[config.mk]
export PLATFORM = sky130hd
export DESIGN_NAME = tlbTop
export DESIGN_NICKNAME = d
export VERILOG_FILES = /design/src/design/tlbPkg.sv /design/src/design/tlbCam.sv /design/src/design/tlbCp0Regs.sv /design/src/design/tlbPageStore.sv /design/src/design/tlbTop.sv /design/src/design/tlbTranslate.sv
export SDC_FILE = /design/constraint.sdc
export NUM_CORES = 2
export LEC_CHECK = 0
export ABC_AREA = 1
export BUFFER_PORTS_ARGS = -buffer_cell sky130_fd_sc_hd__buf_2
export CAP_MARGIN = 10
export CORE_MARGIN = 2
export CORE_UTILIZATION = 30
export DETAILED_ROUTE_END_ITERATION = 16
export PLACE_DENSITY = 0.43
export REMOVE_ABC_BUFFERS = 1
export SLEW_MARGIN = 10
export SYNTH_ARGS = -nofsm -noshare
export SYNTH_HDL_FRONTEND = slang
export SYNTH_SLANG_ARGS = --single-unit
[constraint.sdc]
create_clock -name clk -period 5.3 [get_ports clk]
set_input_delay 0.53 -clock clk [delete_from_list [all_inputs] [get_ports clk]]
set_output_delay 0.53 -clock clk [all_outputs]
set_load 0.02 [all_outputs]
[src/design/tlbPkg.sv]
package tlbPkg;

	////////////////////////////////////////////////////////////
	// Table geometry
	////////////////////////////////////////////////////////////

	localparam int tlbEntries = 16;
	localparam int tlbIndexW = 4;

	// Field widths
	localparam int vpn2W = 19;
	localparam int asidW = 8;
	localparam int pfnW = 20;
	localparam int offsetW = 12;

	////////////////////////////////////////////////////////////
	// Register layouts, MIPS32 bit positions
	////////////////////////////////////////////////////////////

	// Index: P at bit 31, entry number in bits 3:0
	localparam int idxProbe = 31;

	// EntryHi: VPN2 in bits 31:13, ASID in bits 7:0
	localparam int hiVpn2Lo = 32 - vpn2W;

	// EntryLo: PFN in bits 25:6, D at 2, V at 1, G at 0
	localparam int loPfnLo = 6;
	localparam int loDirty = 2;
	localparam int loValid = 1;
	localparam int loGlobal = 0;

	////////////////////////////////////////////////////////////
	// Shared enums
	////////////////////////////////////////////////////////////

	// TLB instruction strobe
	typedef enum logic [2:0] {
		opNone,
		opTlbr,
		opTlbwi,
		opTlbwr,
		opTlbp
	} tlbOp;

	// Translation result
	typedef enum logic [1:0] {
		faultNone,
		faultRefill,
		faultInvalid,
		faultModified
	} tlbFault;

	// Port request kind
	typedef enum logic [1:0] {
		accNone,
		accLoad,
		accStore
	} accessKind;

	// Coprocessor-0 register select
	typedef enum logic [2:0] {
		regIndex,
		regRandom,
		regEntryLo0,
		regEntryLo1,
		regEntryHi
	} cp0Reg;

endpackage

[src/design/tlbCam.sv]
module tlbCam import tlbPkg::*; (
	input  logic                 clk,
	input  logic                 rst,
	// Write side
	input  logic                 we,
	input  logic [tlbIndexW-1:0] waddr,
	input  logic [vpn2W-1:0]     wVpn2,
	input  logic [asidW-1:0]     wAsid,
	input  logic                 wGlobal,
	// Lookup keys
	input  logic [vpn2W-1:0]     iVpn2,
	input  logic [vpn2W-1:0]     dVpn2,
	input  logic [vpn2W-1:0]     pVpn2,
	input  logic [asidW-1:0]     curAsid,
	// Lookup results
	output logic                 iHit,
	output logic                 dHit,
	output logic                 pHit,
	output logic [tlbIndexW-1:0] iIdx,
	output logic [tlbIndexW-1:0] dIdx,
	output logic [tlbIndexW-1:0] pIdx,
	// Read-back port for TLBR
	input  logic [tlbIndexW-1:0] rdIdx,
	output logic [vpn2W-1:0]     rdVpn2,
	output logic [asidW-1:0]     rdAsid,
	output logic                 rdGlobal
);

	logic [vpn2W-1:0] tagVpn2 [tlbEntries];
	logic [asidW-1:0] tagAsid [tlbEntries];
	logic [tlbEntries-1:0] tagGlobal;

	// Per-entry match vectors
	logic [tlbEntries-1:0] asidOk;
	logic [tlbEntries-1:0] iMatch;
	logic [tlbEntries-1:0] dMatch;
	logic [tlbEntries-1:0] pMatch;

	// Lowest set bit wins
	function automatic logic [tlbIndexW-1:0] firstHit(input logic [tlbEntries-1:0] vec);
		logic [tlbIndexW-1:0] idx;
		idx = '0;
		// Scan downward so the lowest entry is the last one kept
		for (int k = tlbEntries - 1; k >= 0; k--) begin
			if (vec[k]) begin
				idx = tlbIndexW'(k);
			end
		end
		return idx;
	endfunction

	////////////////////////////////////////////////////////////
	// Tag storage
	////////////////////////////////////////////////////////////

	always_ff @(posedge clk) begin
		if (rst) begin
			for (int e = 0; e < tlbEntries; e++) begin
				tagVpn2[e] <= '0;
				tagAsid[e] <= '0;
			end
			tagGlobal <= '0;
		end else if (we) begin
			tagVpn2[waddr] <= wVpn2;
			tagAsid[waddr] <= wAsid;
			tagGlobal[waddr] <= wGlobal;
		end
	end

	////////////////////////////////////////////////////////////
	// Match and encode
	////////////////////////////////////////////////////////////

	always_comb begin
		for (int e = 0; e < tlbEntries; e++) begin
			// Global entries ignore the ASID
			asidOk[e] = tagGlobal[e] || (tagAsid[e] == curAsid);
			iMatch[e] = asidOk[e] && (tagVpn2[e] == iVpn2);
			dMatch[e] = asidOk[e] && (tagVpn2[e] == dVpn2);
			pMatch[e] = asidOk[e] && (tagVpn2[e] == pVpn2);
		end
	end

	assign iHit = |iMatch;
	assign dHit = |dMatch;
	assign pHit = |pMatch;

	// Index is 0 on a miss
	assign iIdx = firstHit(iMatch);
	assign dIdx = firstHit(dMatch);
	assign pIdx = firstHit(pMatch);

	// Tag fields for TLBR
	assign rdVpn2 = tagVpn2[rdIdx];
	assign rdAsid = tagAsid[rdIdx];
	assign rdGlobal = tagGlobal[rdIdx];

endmodule

[src/design/tlbCp0Regs.sv]
module tlbCp0Regs import tlbPkg::*; (
	input  logic                 clk,
	input  logic                 rst,
	input  tlbOp                 op,
	// Software access
	input  logic                 regWe,
	input  cp0Reg                regSel,
	input  logic [31:0]          regWdata,
	output logic [31:0]          regRdata,
	// Probe result
	input  logic                 probeHit,
	input  logic [tlbIndexW-1:0] probeIdx,
	// Stored entry for TLBR
	input  logic [vpn2W-1:0]     rdVpn2,
	input  logic [asidW-1:0]     rdAsid,
	input  logic                 rdGlobal,
	input  logic [pfnW-1:0]      rdPfn0,
	input  logic                 rdD0,
	input  logic                 rdV0,
	input  logic [pfnW-1:0]      rdPfn1,
	input  logic                 rdD1,
	input  logic                 rdV1,
	// To the table
	output logic [31:0]          entryHi,
	output logic [31:0]          entryLo0,
	output logic [31:0]          entryLo1,
	output logic                 tlbWe,
	output logic [tlbIndexW-1:0] tlbWaddr,
	output logic [tlbIndexW-1:0] readIdx
);

	// Index
	logic idxP;
	logic [tlbIndexW-1:0] idxVal;
	// Random
	logic [tlbIndexW-1:0] randomVal;
	// EntryHi fields
	logic [vpn2W-1:0] hiVpn2;
	logic [asidW-1:0] hiAsid;
	// EntryLo fields, one set per page
	logic [pfnW-1:0] lo0Pfn;
	logic lo0D;
	logic lo0V;
	logic lo0G;
	logic [pfnW-1:0] lo1Pfn;
	logic lo1D;
	logic lo1V;
	logic lo1G;

	////////////////////////////////////////////////////////////
	// Register file
	////////////////////////////////////////////////////////////

	always_ff @(posedge clk) begin
		if (rst) begin
			idxP <= 1'b0;
			idxVal <= '0;
			randomVal <= '1;
			hiVpn2 <= '0;
			hiAsid <= '0;
			lo0Pfn <= '0;
			lo0D <= 1'b0;
			lo0V <= 1'b0;
			lo0G <= 1'b0;
			lo1Pfn <= '0;
			lo1D <= 1'b0;
			lo1V <= 1'b0;
			lo1G <= 1'b0;
		end else begin
			// Software writes
			if (regWe) begin
				case (regSel)
					// P is hardware-owned, only the index is writable
					regIndex: idxVal <= regWdata[tlbIndexW-1:0];
					regEntryHi: begin
						hiVpn2 <= regWdata[hiVpn2Lo +: vpn2W];
						hiAsid <= regWdata[asidW-1:0];
					end
					regEntryLo0: begin
						lo0Pfn <= regWdata[loPfnLo +: pfnW];
						lo0D <= regWdata[loDirty];
						lo0V <= regWdata[loValid];
						lo0G <= regWdata[loGlobal];
					end
					regEntryLo1: begin
						lo1Pfn <= regWdata[loPfnLo +: pfnW];
						lo1D <= regWdata[loDirty];
						lo1V <= regWdata[loValid];
						lo1G <= regWdata[loGlobal];
					end
					// Random is read-only
					default: ;
				endcase
			end

			// TLB instruction side effects
			case (op)
				opTlbr: begin
					hiVpn2 <= rdVpn2;
					hiAsid <= rdAsid;
					lo0Pfn <= rdPfn0;
					lo0D <= rdD0;
					lo0V <= rdV0;
					lo1Pfn <= rdPfn1;
					lo1D <= rdD1;
					lo1V <= rdV1;
					// Single G bit lands in both halves
					lo0G <= rdGlobal;
					lo1G <= rdGlobal;
				end
				opTlbp: begin
					idxP <= !probeHit;
					idxVal <= probeHit ? probeIdx : '0;
				end
				opTlbwr: begin
					// 4-bit wrap takes 0 back to 15
					randomVal <= randomVal - 1'b1;
				end
				default: ;
			endcase
		end
	end

	////////////////////////////////////////////////////////////
	// Table control
	////////////////////////////////////////////////////////////

	assign tlbWe = (op == opTlbwi) || (op == opTlbwr);
	assign tlbWaddr = (op == opTlbwr) ? randomVal : idxVal;
	assign readIdx = idxVal;

	// Registers reassembled into MIPS32 layout
	assign entryHi = {hiVpn2, {(hiVpn2Lo - asidW){1'b0}}, hiAsid};
	assign entryLo0 = {{(32 - loPfnLo - pfnW){1'b0}}, lo0Pfn, 3'b000, lo0D, lo0V, lo0G};
	assign entryLo1 = {{(32 - loPfnLo - pfnW){1'b0}}, lo1Pfn, 3'b000, lo1D, lo1V, lo1G};

	// Read mux
	always_comb begin
		regRdata = '0;
		case (regSel)
			regIndex: begin
				regRdata[idxProbe] = idxP;
				regRdata[tlbIndexW-1:0] = idxVal;
			end
			regRandom: regRdata[tlbIndexW-1:0] = randomVal;
			regEntryLo0: regRdata = entryLo0;
			regEntryLo1: regRdata = entryLo1;
			regEntryHi: regRdata = entryHi;
			default: regRdata = '0;
		endcase
	end

endmodule

[src/design/tlbPageStore.sv]
module tlbPageStore import tlbPkg::*; (
	input  logic                 clk,
	input  logic                 rst,
	input  logic                 we,
	input  logic [tlbIndexW-1:0] waddr,
	// Raw EntryLo values
	input  logic [31:0]          wLo0,
	input  logic [31:0]          wLo1,
	// Read addresses
	input  logic [tlbIndexW-1:0] iIdx,
	input  logic [tlbIndexW-1:0] dIdx,
	input  logic [tlbIndexW-1:0] rdIdx,
	// Instruction port entry
	output logic [pfnW-1:0]      iPfn0,
	output logic                 iD0,
	output logic                 iV0,
	output logic [pfnW-1:0]      iPfn1,
	output logic                 iD1,
	output logic                 iV1,
	// Data port entry
	output logic [pfnW-1:0]      dPfn0,
	output logic                 dD0,
	output logic                 dV0,
	output logic [pfnW-1:0]      dPfn1,
	output logic                 dD1,
	output logic                 dV1,
	// TLBR entry
	output logic [pfnW-1:0]      rdPfn0,
	output logic                 rdD0,
	output logic                 rdV0,
	output logic [pfnW-1:0]      rdPfn1,
	output logic                 rdD1,
	output logic                 rdV1
);

	// Even page
	logic [pfnW-1:0] pfn0Mem [tlbEntries];
	logic [tlbEntries-1:0] d0Mem;
	logic [tlbEntries-1:0] v0Mem;
	// Odd page
	logic [pfnW-1:0] pfn1Mem [tlbEntries];
	logic [tlbEntries-1:0] d1Mem;
	logic [tlbEntries-1:0] v1Mem;

	////////////////////////////////////////////////////////////
	// Write side, fields pulled out of the EntryLo layout
	////////////////////////////////////////////////////////////

	always_ff @(posedge clk) begin
		if (rst) begin
			for (int e = 0; e < tlbEntries; e++) begin
				pfn0Mem[e] <= '0;
				pfn1Mem[e] <= '0;
			end
			// Every entry starts invalid and clean
			d0Mem <= '0;
			v0Mem <= '0;
			d1Mem <= '0;
			v1Mem <= '0;
		end else if (we) begin
			pfn0Mem[waddr] <= wLo0[loPfnLo +: pfnW];
			d0Mem[waddr] <= wLo0[loDirty];
			v0Mem[waddr] <= wLo0[loValid];
			pfn1Mem[waddr] <= wLo1[loPfnLo +: pfnW];
			d1Mem[waddr] <= wLo1[loDirty];
			v1Mem[waddr] <= wLo1[loValid];
		end
	end

	////////////////////////////////////////////////////////////
	// Three independent read ports
	////////////////////////////////////////////////////////////

	assign iPfn0 = pfn0Mem[iIdx];
	assign iD0 = d0Mem[iIdx];
	assign iV0 = v0Mem[iIdx];
	assign iPfn1 = pfn1Mem[iIdx];
	assign iD1 = d1Mem[iIdx];
	assign iV1 = v1Mem[iIdx];

	assign dPfn0 = pfn0Mem[dIdx];
	assign dD0 = d0Mem[dIdx];
	assign dV0 = v0Mem[dIdx];
	assign dPfn1 = pfn1Mem[dIdx];
	assign dD1 = d1Mem[dIdx];
	assign dV1 = v1Mem[dIdx];

	assign rdPfn0 = pfn0Mem[rdIdx];
	assign rdD0 = d0Mem[rdIdx];
	assign rdV0 = v0Mem[rdIdx];
	assign rdPfn1 = pfn1Mem[rdIdx];
	assign rdD1 = d1Mem[rdIdx];
	assign rdV1 = v1Mem[rdIdx];

endmodule

[src/design/tlbTop.sv]
module tlbTop import tlbPkg::*; (
	input  logic        clk,
	input  logic        rst,
	// Instruction port
	input  accessKind   iAccess,
	input  logic [31:0] iVaddr,
	output logic [31:0] iPaddr,
	output tlbFault     iFault,
	// Data port
	input  accessKind   dAccess,
	input  logic [31:0] dVaddr,
	output logic [31:0] dPaddr,
	output tlbFault     dFault,
	// TLB instruction strobe
	input  tlbOp        op,
	// Register port
	input  logic        regWe,
	input  cp0Reg       regSel,
	input  logic [31:0] regWdata,
	output logic [31:0] regRdata
);

	// Coprocessor register outputs
	logic [31:0] entryHi;
	logic [31:0] entryLo0;
	logic [31:0] entryLo1;
	logic tlbWe;
	logic [tlbIndexW-1:0] tlbWaddr;
	logic [tlbIndexW-1:0] readIdx;

	// CAM results
	logic iHit;
	logic dHit;
	logic pHit;
	logic [tlbIndexW-1:0] iIdx;
	logic [tlbIndexW-1:0] dIdx;
	logic [tlbIndexW-1:0] pIdx;
	logic [vpn2W-1:0] rdVpn2;
	logic [asidW-1:0] rdAsid;
	logic rdGlobal;

	// Page store read ports
	logic [pfnW-1:0] iPfn0, iPfn1, dPfn0, dPfn1, rdPfn0, rdPfn1;
	logic iD0, iV0, iD1, iV1;
	logic dD0, dV0, dD1, dV1;
	logic rdD0, rdV0, rdD1, rdV1;

	////////////////////////////////////////////////////////////
	// Registers and table
	////////////////////////////////////////////////////////////

	tlbCp0Regs cp0Regs (
		.clk(clk), .rst(rst), .op(op),
		.regWe(regWe), .regSel(regSel), .regWdata(regWdata), .regRdata(regRdata),
		.probeHit(pHit), .probeIdx(pIdx),
		.rdVpn2(rdVpn2), .rdAsid(rdAsid), .rdGlobal(rdGlobal),
		.rdPfn0(rdPfn0), .rdD0(rdD0), .rdV0(rdV0),
		.rdPfn1(rdPfn1), .rdD1(rdD1), .rdV1(rdV1),
		.entryHi(entryHi), .entryLo0(entryLo0), .entryLo1(entryLo1),
		.tlbWe(tlbWe), .tlbWaddr(tlbWaddr), .readIdx(readIdx)
	);

	// Probe key and current ASID both come from EntryHi
	// Entry is global only when both halves say so
	tlbCam cam (
		.clk(clk), .rst(rst),
		.we(tlbWe), .waddr(tlbWaddr),
		.wVpn2(entryHi[hiVpn2Lo +: vpn2W]), .wAsid(entryHi[asidW-1:0]),
		.wGlobal(entryLo0[loGlobal] & entryLo1[loGlobal]),
		.iVpn2(iVaddr[hiVpn2Lo +: vpn2W]), .dVpn2(dVaddr[hiVpn2Lo +: vpn2W]),
		.pVpn2(entryHi[hiVpn2Lo +: vpn2W]), .curAsid(entryHi[asidW-1:0]),
		.iHit(iHit), .dHit(dHit), .pHit(pHit),
		.iIdx(iIdx), .dIdx(dIdx), .pIdx(pIdx),
		.rdIdx(readIdx), .rdVpn2(rdVpn2), .rdAsid(rdAsid), .rdGlobal(rdGlobal)
	);

	tlbPageStore pageStore (
		.clk(clk), .rst(rst),
		.we(tlbWe), .waddr(tlbWaddr), .wLo0(entryLo0), .wLo1(entryLo1),
		.iIdx(iIdx), .dIdx(dIdx), .rdIdx(readIdx),
		.iPfn0(iPfn0), .iD0(iD0), .iV0(iV0), .iPfn1(iPfn1), .iD1(iD1), .iV1(iV1),
		.dPfn0(dPfn0), .dD0(dD0), .dV0(dV0), .dPfn1(dPfn1), .dD1(dD1), .dV1(dV1),
		.rdPfn0(rdPfn0), .rdD0(rdD0), .rdV0(rdV0),
		.rdPfn1(rdPfn1), .rdD1(rdD1), .rdV1(rdV1)
	);

	////////////////////////////////////////////////////////////
	// Translation ports
	////////////////////////////////////////////////////////////

	tlbTranslate iXlate (
		.access(iAccess), .vaddr(iVaddr), .hit(iHit),
		.pfn0(iPfn0), .d0(iD0), .v0(iV0), .pfn1(iPfn1), .d1(iD1), .v1(iV1),
		.paddr(iPaddr), .fault(iFault)
	);

	tlbTranslate dXlate (
		.access(dAccess), .vaddr(dVaddr), .hit(dHit),
		.pfn0(dPfn0), .d0(dD0), .v0(dV0), .pfn1(dPfn1), .d1(dD1), .v1(dV1),
		.paddr(dPaddr), .fault(dFault)
	);

endmodule

[src/design/tlbTranslate.sv]
module tlbTranslate import tlbPkg::*; (
	input  accessKind       access,
	input  logic [31:0]     vaddr,
	// Lookup result for this port
	input  logic            hit,
	input  logic [pfnW-1:0] pfn0,
	input  logic            d0,
	input  logic            v0,
	input  logic [pfnW-1:0] pfn1,
	input  logic            d1,
	input  logic            v1,
	// Result
	output logic [31:0]     paddr,
	output tlbFault         fault
);

	// Even or odd page of the pair
	logic oddPage;
	logic [pfnW-1:0] selPfn;
	logic selDirty;
	logic selValid;

	// Lowest VPN bit sits right above the offset
	assign oddPage = vaddr[offsetW];

	assign selPfn = oddPage ? pfn1 : pfn0;
	assign selDirty = oddPage ? d1 : d0;
	assign selValid = oddPage ? v1 : v0;

	////////////////////////////////////////////////////////////
	// Fault priority: refill, invalid, modified
	////////////////////////////////////////////////////////////

	always_comb begin
		fault = faultNone;
		paddr = '0;
		if (access != accNone) begin
			if (!hit) begin
				fault = faultRefill;
			end else if (!selValid) begin
				fault = faultInvalid;
			end else if ((access == accStore) && !selDirty) begin
				// Store to a clean page
				fault = faultModified;
			end else begin
				paddr = {selPfn, vaddr[offsetW-1:0]};
			end
		end
	end

endmodule

# == Word level (Yosys, flattened, before mapping) ==
# Memory sizes are Yosys's and may differ from the RTL's. A register that Yosys moved wholly into a read port is not among the register bits.
# Cells that the tools add are included.
# word_totals
regBits,162
ram_bits,1072
input_bits,109
output_inout_bits,100
elab_cells,360
mem_count,4
# mem_list
memory,words,width,read_ports,rd_clocked_by_memory_dff,write_ports,line_no,source
pageStore.pfn0Mem,16,20,3,1,16,tlbPageStore.sv:37,logic [pfnW-1:0] pfn0Mem [tlbEntries];
pageStore.pfn1Mem,16,20,3,1,16,tlbPageStore.sv:41,logic [pfnW-1:0] pfn1Mem [tlbEntries];
cam.tagVpn2,16,19,17,1,16,tlbCam.sv:29,logic [vpn2W-1:0] tagVpn2 [tlbEntries];
cam.tagAsid,16,8,17,1,16,tlbCam.sv:30,logic [asidW-1:0] tagAsid [tlbEntries];
# classes
add_sub_neg,1
order_cmp,5
eq_ne,74
muxes,166
bitwise,1
n_reduce_logical,91
# op_table
cell,n
$eq A19 B19 Y1,48
$mux W4,65
$mux W32,8
$mux W20,10
$eq A8 B8 Y1,16
$pmux W27 S3,1
$bwmux W16,5
$mux W19,4
$bmux W1 S4,13
$logic_and A1 B1 Y1,51
$reduce_or A16 Y1,3
$mux W1,45
$reduce_or A20 Y1,2
$mux W8,4
$lt A4 B5 Y1 const B,4
$pmux W4 S5,1
$reduce_or A19 Y1,1
$logic_or A1 B1 Y1,17
$mux W2,8
$reduce_bool A2 Y1,8
$eq A3 B2 Y1 const B,4
$reduce_and A2 Y1,4
$reduce_or A8 Y1,1
$eq A3 B1 Y1 const B,2
9 further kinds,13

# == Longest topological paths before layout ==
# An unclocked memory read counts as a cell.
# logic_depth
depth_word,29
ltp_mapped,36
mapped_depth_nobuf,34

# == By module ==
# Synthesis repeated with hierarchy kept, for this count alone.
# hier_totals
cells_unflattened,12325
hier_area_um2,86676.9
# by_module_without_submodules
module,n_inst,cells_per_inst,area_each_um2,seq_area_each_um2
tlbPageStore,1,6865,46583.4,20499.7
tlbCam,1,4523,34242.8,13292.7
tlbCp0Regs,1,759,4737.0,1641.6
tlbTranslate,2,88,553.0,0.0
tlbTop,1,2,7.5,0.0

# == Least setup slack after synthesis ==
# OpenSTA, ideal clock, no wires.
# synth_path
path_type,in2reg
from,input op[1]
to,"memory cam.tagAsid[0][0], enable pin"
setup_time_ns,0.508
arrival_time_ns,5.006
required_time_ns,4.792
setup_slack_ns,-0.214
stages,10
path_buffers,0
path_cell_list,inv_1 -> nor2_1 -> inv_1 -> nor2_1 -> inv_1 -> o21ai_0 -> inv_1 -> nor2_1 -> inv_1 -> o21ai_1
# synth_lines
item,line_no,source
"start, declared",tlbTop.sv:15,"input tlbOp op,"
"end, declared",tlbCam.sv:30,

==> results.txt <==
----------------------------------------------------
[Floorplanning]
  Horizontal die dimension ... 528 microns
  Row count ... 192
  Area of the core region ... 0.273 sq mm
  Die outline area ... 0.279 sq mm
  Count of pins on the block boundary ... 209
  Initial Utilization ... 30.1%
  Die height ... 528 microns

[Placed design]
  Final weighted congestion of routability-driven global placement ... 0.960
  Worst slack, placed ... -524 ps
  Total cell area at the placement stage ... 0.0898 sq mm
  Post-detailed-placement half-perimeter wirelength ... 266 mm
  Buffers on Ports ... 208

[Synthesis]
  Number of cells produced by synthesis ... 10693
  Share of flip-flops with an asynchronous set or reset after synthesis ... 0%
  Synthesis-stage register bit count ... 1238
  Unique masters post-synth ... 52
  Seq/Total Area, Yosys ... 43.1%
  Average instance area after synthesis ... 7.70 sq um
  Count of flip-flops with a built-in enable after synthesis ... 1072
  Summed instance area of the synthesized netlist ... 0.0824 sq mm
  Synthesis warning total ... 0
  Most instantiated flip-flop cell in the synthesis netlist ... sky130_fd_sc_hd__edfxtp_1

[Worst setup path]
  Worst setup SP type ... flip-flop
  Largest driver fanout on the critical path ... 8
  Cell at the slowest stage of the critical path ... sky130_fd_sc_hd__edfxtp_1
  Worst stage delay on the critical path ... 520 ps
  Critical path's most frequent cell ... sky130_fd_sc_hd__nand2_2
  Worst setup path class ... reg2out
  WP data required ... 4770 ps
  Data arrival at the endpoint of the critical path ... 4980 ps
  Capturing element type of the critical path ... primary output

[Global routing]
  Initial antenna violation count ... 17
  Total routing usage reported by global routing ... 30.6%
  Number of global-route vias before repair ... 80062
  Largest net degree at the start of global routing ... 209
  Wire length of the first global-routing pass ... 616 mm
  Overflow left after global routing ... 0

[Final layout]
  Area added between synthesis and finish ... 23.4%
  Share of cells above drive strength 1 ... 16.3%
  Post-route cell area ... 0.102 sq mm
  Nets ... 11038

[STA]
  Setup Viol. Count Final ... 66
  Transition time at the pin with the least slew margin ... 1250 ps
  Worst slew margin relative to its limit ... 16.7%
  Unrepaired setup endpoints after global routing ... yes
  Time the worst path needs with I/O delays and setup ... 5510 ps
  Post-route clock period utilization ... 104%
  Final Slew Violations ... 0
  Clock skew after layout ... 73.2 ps
  Count of endpoints failing hold in the final timing report ... 0
  Maximum achievable frequency ... 181 MHz
  Minimum setup slack in the final design ... -212 ps

[Hold path]
  Classification of the worst-slack hold path ... in2reg

[Run status]
  Violations in the final reports ... negative setup slack
  Status ... complete, but fails checks

[Clock tree]
  Clock transition time at the flip-flop clock pins of the worst setup and hold paths ... 60 ps
  Clock buffer count from CTS ... 169
  Clock insertion delay at the later pin of the skew report ... 900 ps
  H-tree Lvls ... 4
  Root Buffer ... sky130_fd_sc_hd__clkbuf_16
  Worst-case clock buffer depth ... 4
  Clock Sinks ... 1238
  Clock tree from TritonCTS ... yes

[Flow run]
  # Max-Cap Violations ... 0

[Drt]
  Number of detailed-route iterations in the first pass ... 9
  Number of design rule violations left after detail routing ... 0
  Remaining antenna violation count after routing ... 0
  DR vias/cell ... 5.85
  Detail-routed net length per standard cell ... 30.6 microns
  Post-Route WL ... 449 mm
  Initial drt markers ... 11838
  Count of vias placed by the detailed router ... 85736

[Power]
  Total power ... 26.5 mW
  Pwr Density ... 261 mW/mm^2
  Maximum VDD drop ... 0.000221 V
  Standby leakage power ... 38.1 nW

----------------------------------------------------
-- sequential cells by signal, summed over array words and instances (netlist names), 4 cells and up, named ones only --
| signal | cells |
|---|---|
| pageStore.pfn0Mem | 320 |
| pageStore.v0Mem | 16 |
| pageStore.pfn1Mem | 320 |
| cp0Regs.readIdx | 4 |
| cp0Regs.hiAsid | 8 |
| cp0Regs.randomVal | 4 |
| cam.tagGlobal | 16 |
| cam.tagAsid | 128 |
| cp0Regs.lo0Pfn | 20 |
| pageStore.d0Mem | 16 |
| pageStore.v1Mem | 16 |
| cam.tagVpn2 | 304 |
| cp0Regs.lo1Pfn | 20 |
| pageStore.d1Mem | 16 |
| cp0Regs.hiVpn2 | 19 |
-- area by class of cell --
| class | instances | area [sq um] |
|---|---|---|
| fillers | 27880 | 172000 |
| diodes | 4 | 10.0 |
| clock buffers | 228 | 4640 |
| clock inverters | 68 | 508 |
| flip-flops and latches | 1238 | 35500 |
| inverters | 747 | 2890 |
| repair buffers | 993 | 11200 |
| multi-input cells | 7779 | 42400 |
| well taps | 3589 | 4490 |
-- logic make-up (layout without fill, tap and decap cells) --
logic type               after synthesis  after routing  share of synthesized area (%)
AO/OA/AOI/OAI                       2172           2172                           16.1
XOR/XNOR                             621            621                           6.61
AND/OR/NAND/NOR                     4979           4985                           25.6
buffers and inverters               1682           2036                           8.58
adder cells (fa/ha/maj)                1              1                         0.0152
flip-flops                          1238           1238                           43.1
other                                  0              4                              0
-- layer usage --
| metal | vias up | GRT usage [%] | routed length (microns) |
|---|---|---|---|
| met3 | 1065 | 4.99 | 43400 |
| li1 | 37325 | - | - |
| met2 | 5165 | 46.3 | 193000 |
| met4 | 12 | 13.4 | 22100 |
| met5 | - | 0 | 70 |
| met1 | 42169 | 42.8 | 190000 |
-- where the power goes --
group | total, mW | internal [mW] | switching (mW) | leakage, nW
clock | 11.2 | 6.36 | 4.80 | 2.52
sequential | 11.3 | 10.9 | 0.346 | 12.5
combinational | 4.10 | 1.20 | 2.90 | 23.1
-- through the flow --
step | hold slack [ps] | instances | setup TNS, ps | utilization [%]
2_1_floorplan | 457 | 9758 | -2609570 | -
5_1_grt | 105 | 14645 | -18200 | 37.2
3_5_place_dp | 482 | 14151 | -16750 | 32.9
4_1_cts | 23.3 | 14585 | -5780 | 36.5
6_report | 63.5 | 14646 | -8360 | 37.2
3_3_place_gp | 478 | 14151 | -19950 | 32.9
-- Yosys cell counts (all sizes together) (2+ instances only) --
master / instances / area (sq um)
clkinv: 53 / 200
dfxtp: 166 / 3320
o22ai: 99 / 619
a221oi: 5 / 43.8
nor2: 1544 / 5800
edfxtp: 1072 / 32200
o31ai: 2 / 25.0
o211ai: 724 / 5560
and2: 5 / 31.3
xnor2: 322 / 2830
o21bai: 3 / 22.5
o221ai: 45 / 394
xor2: 299 / 2620
nand2: 1887 / 7110
or2: 45 / 282
inv: 694 / 2610
a2111oi: 2 / 17.5
nor4: 77 / 482
nand4: 181 / 1130
nor3: 98 / 495
o21ai: 748 / 3740
buf: 376 / 2160
o41ai: 2 / 32.5
a31oi: 48 / 300
o2111ai: 2 / 17.5
nand3: 1138 / 5710
clkbuf: 559 / 2100
a21oi: 488 / 2440
-- repair_timing --
item	in CTS	in global routing
resized for setup	686	266
setup endpoints to repair	68	68
hold buffers	6	0
buffers inserted	80	40
cloned	58	30
hold endpoints to repair	9	0
pin swaps	157	179
-- worst paths after layout --
kind	start	end	slack, ps	depth (start not counted)
setup reg to reg	cp0Regs.hiVpn2[6]	flip-flop	1190	18
hold / removal	regWdata[4]	cp0Regs.hiAsid[4]	60	5
hold reg to reg	cp0Regs.lo1D	cp0Regs.lo1D	490	2
setup / recovery	cam.tagVpn2[13][3]	dPaddr[29]	-210	34
-- critical path: cells and delay by family (launching register included) --
| family | cells | cell delay, ps |
|---|---|---|
| XOR/XNOR | 1 | 290 |
| flip-flops | 1 | 520 |
| AND/OR/NAND/NOR | 27 | 2150 |
| buffers and inverters | 6 | 1070 |
-- cells in the final DEF (no fill, tap or decap), drive strengths merged, types with 104 or more instances in the layout --
cell,instances
a21oi,488
xor2,299
o21ai,748
nand2,1893
nand4,181
buf,952
o211ai,724
nand3,1138
edfxtp,1072
inv,700
clkinv,104
xnor2,322
clkbuf,253
dfxtp,166
nor2,1544
No activity file was read; power rests on OpenSTA's default activity.
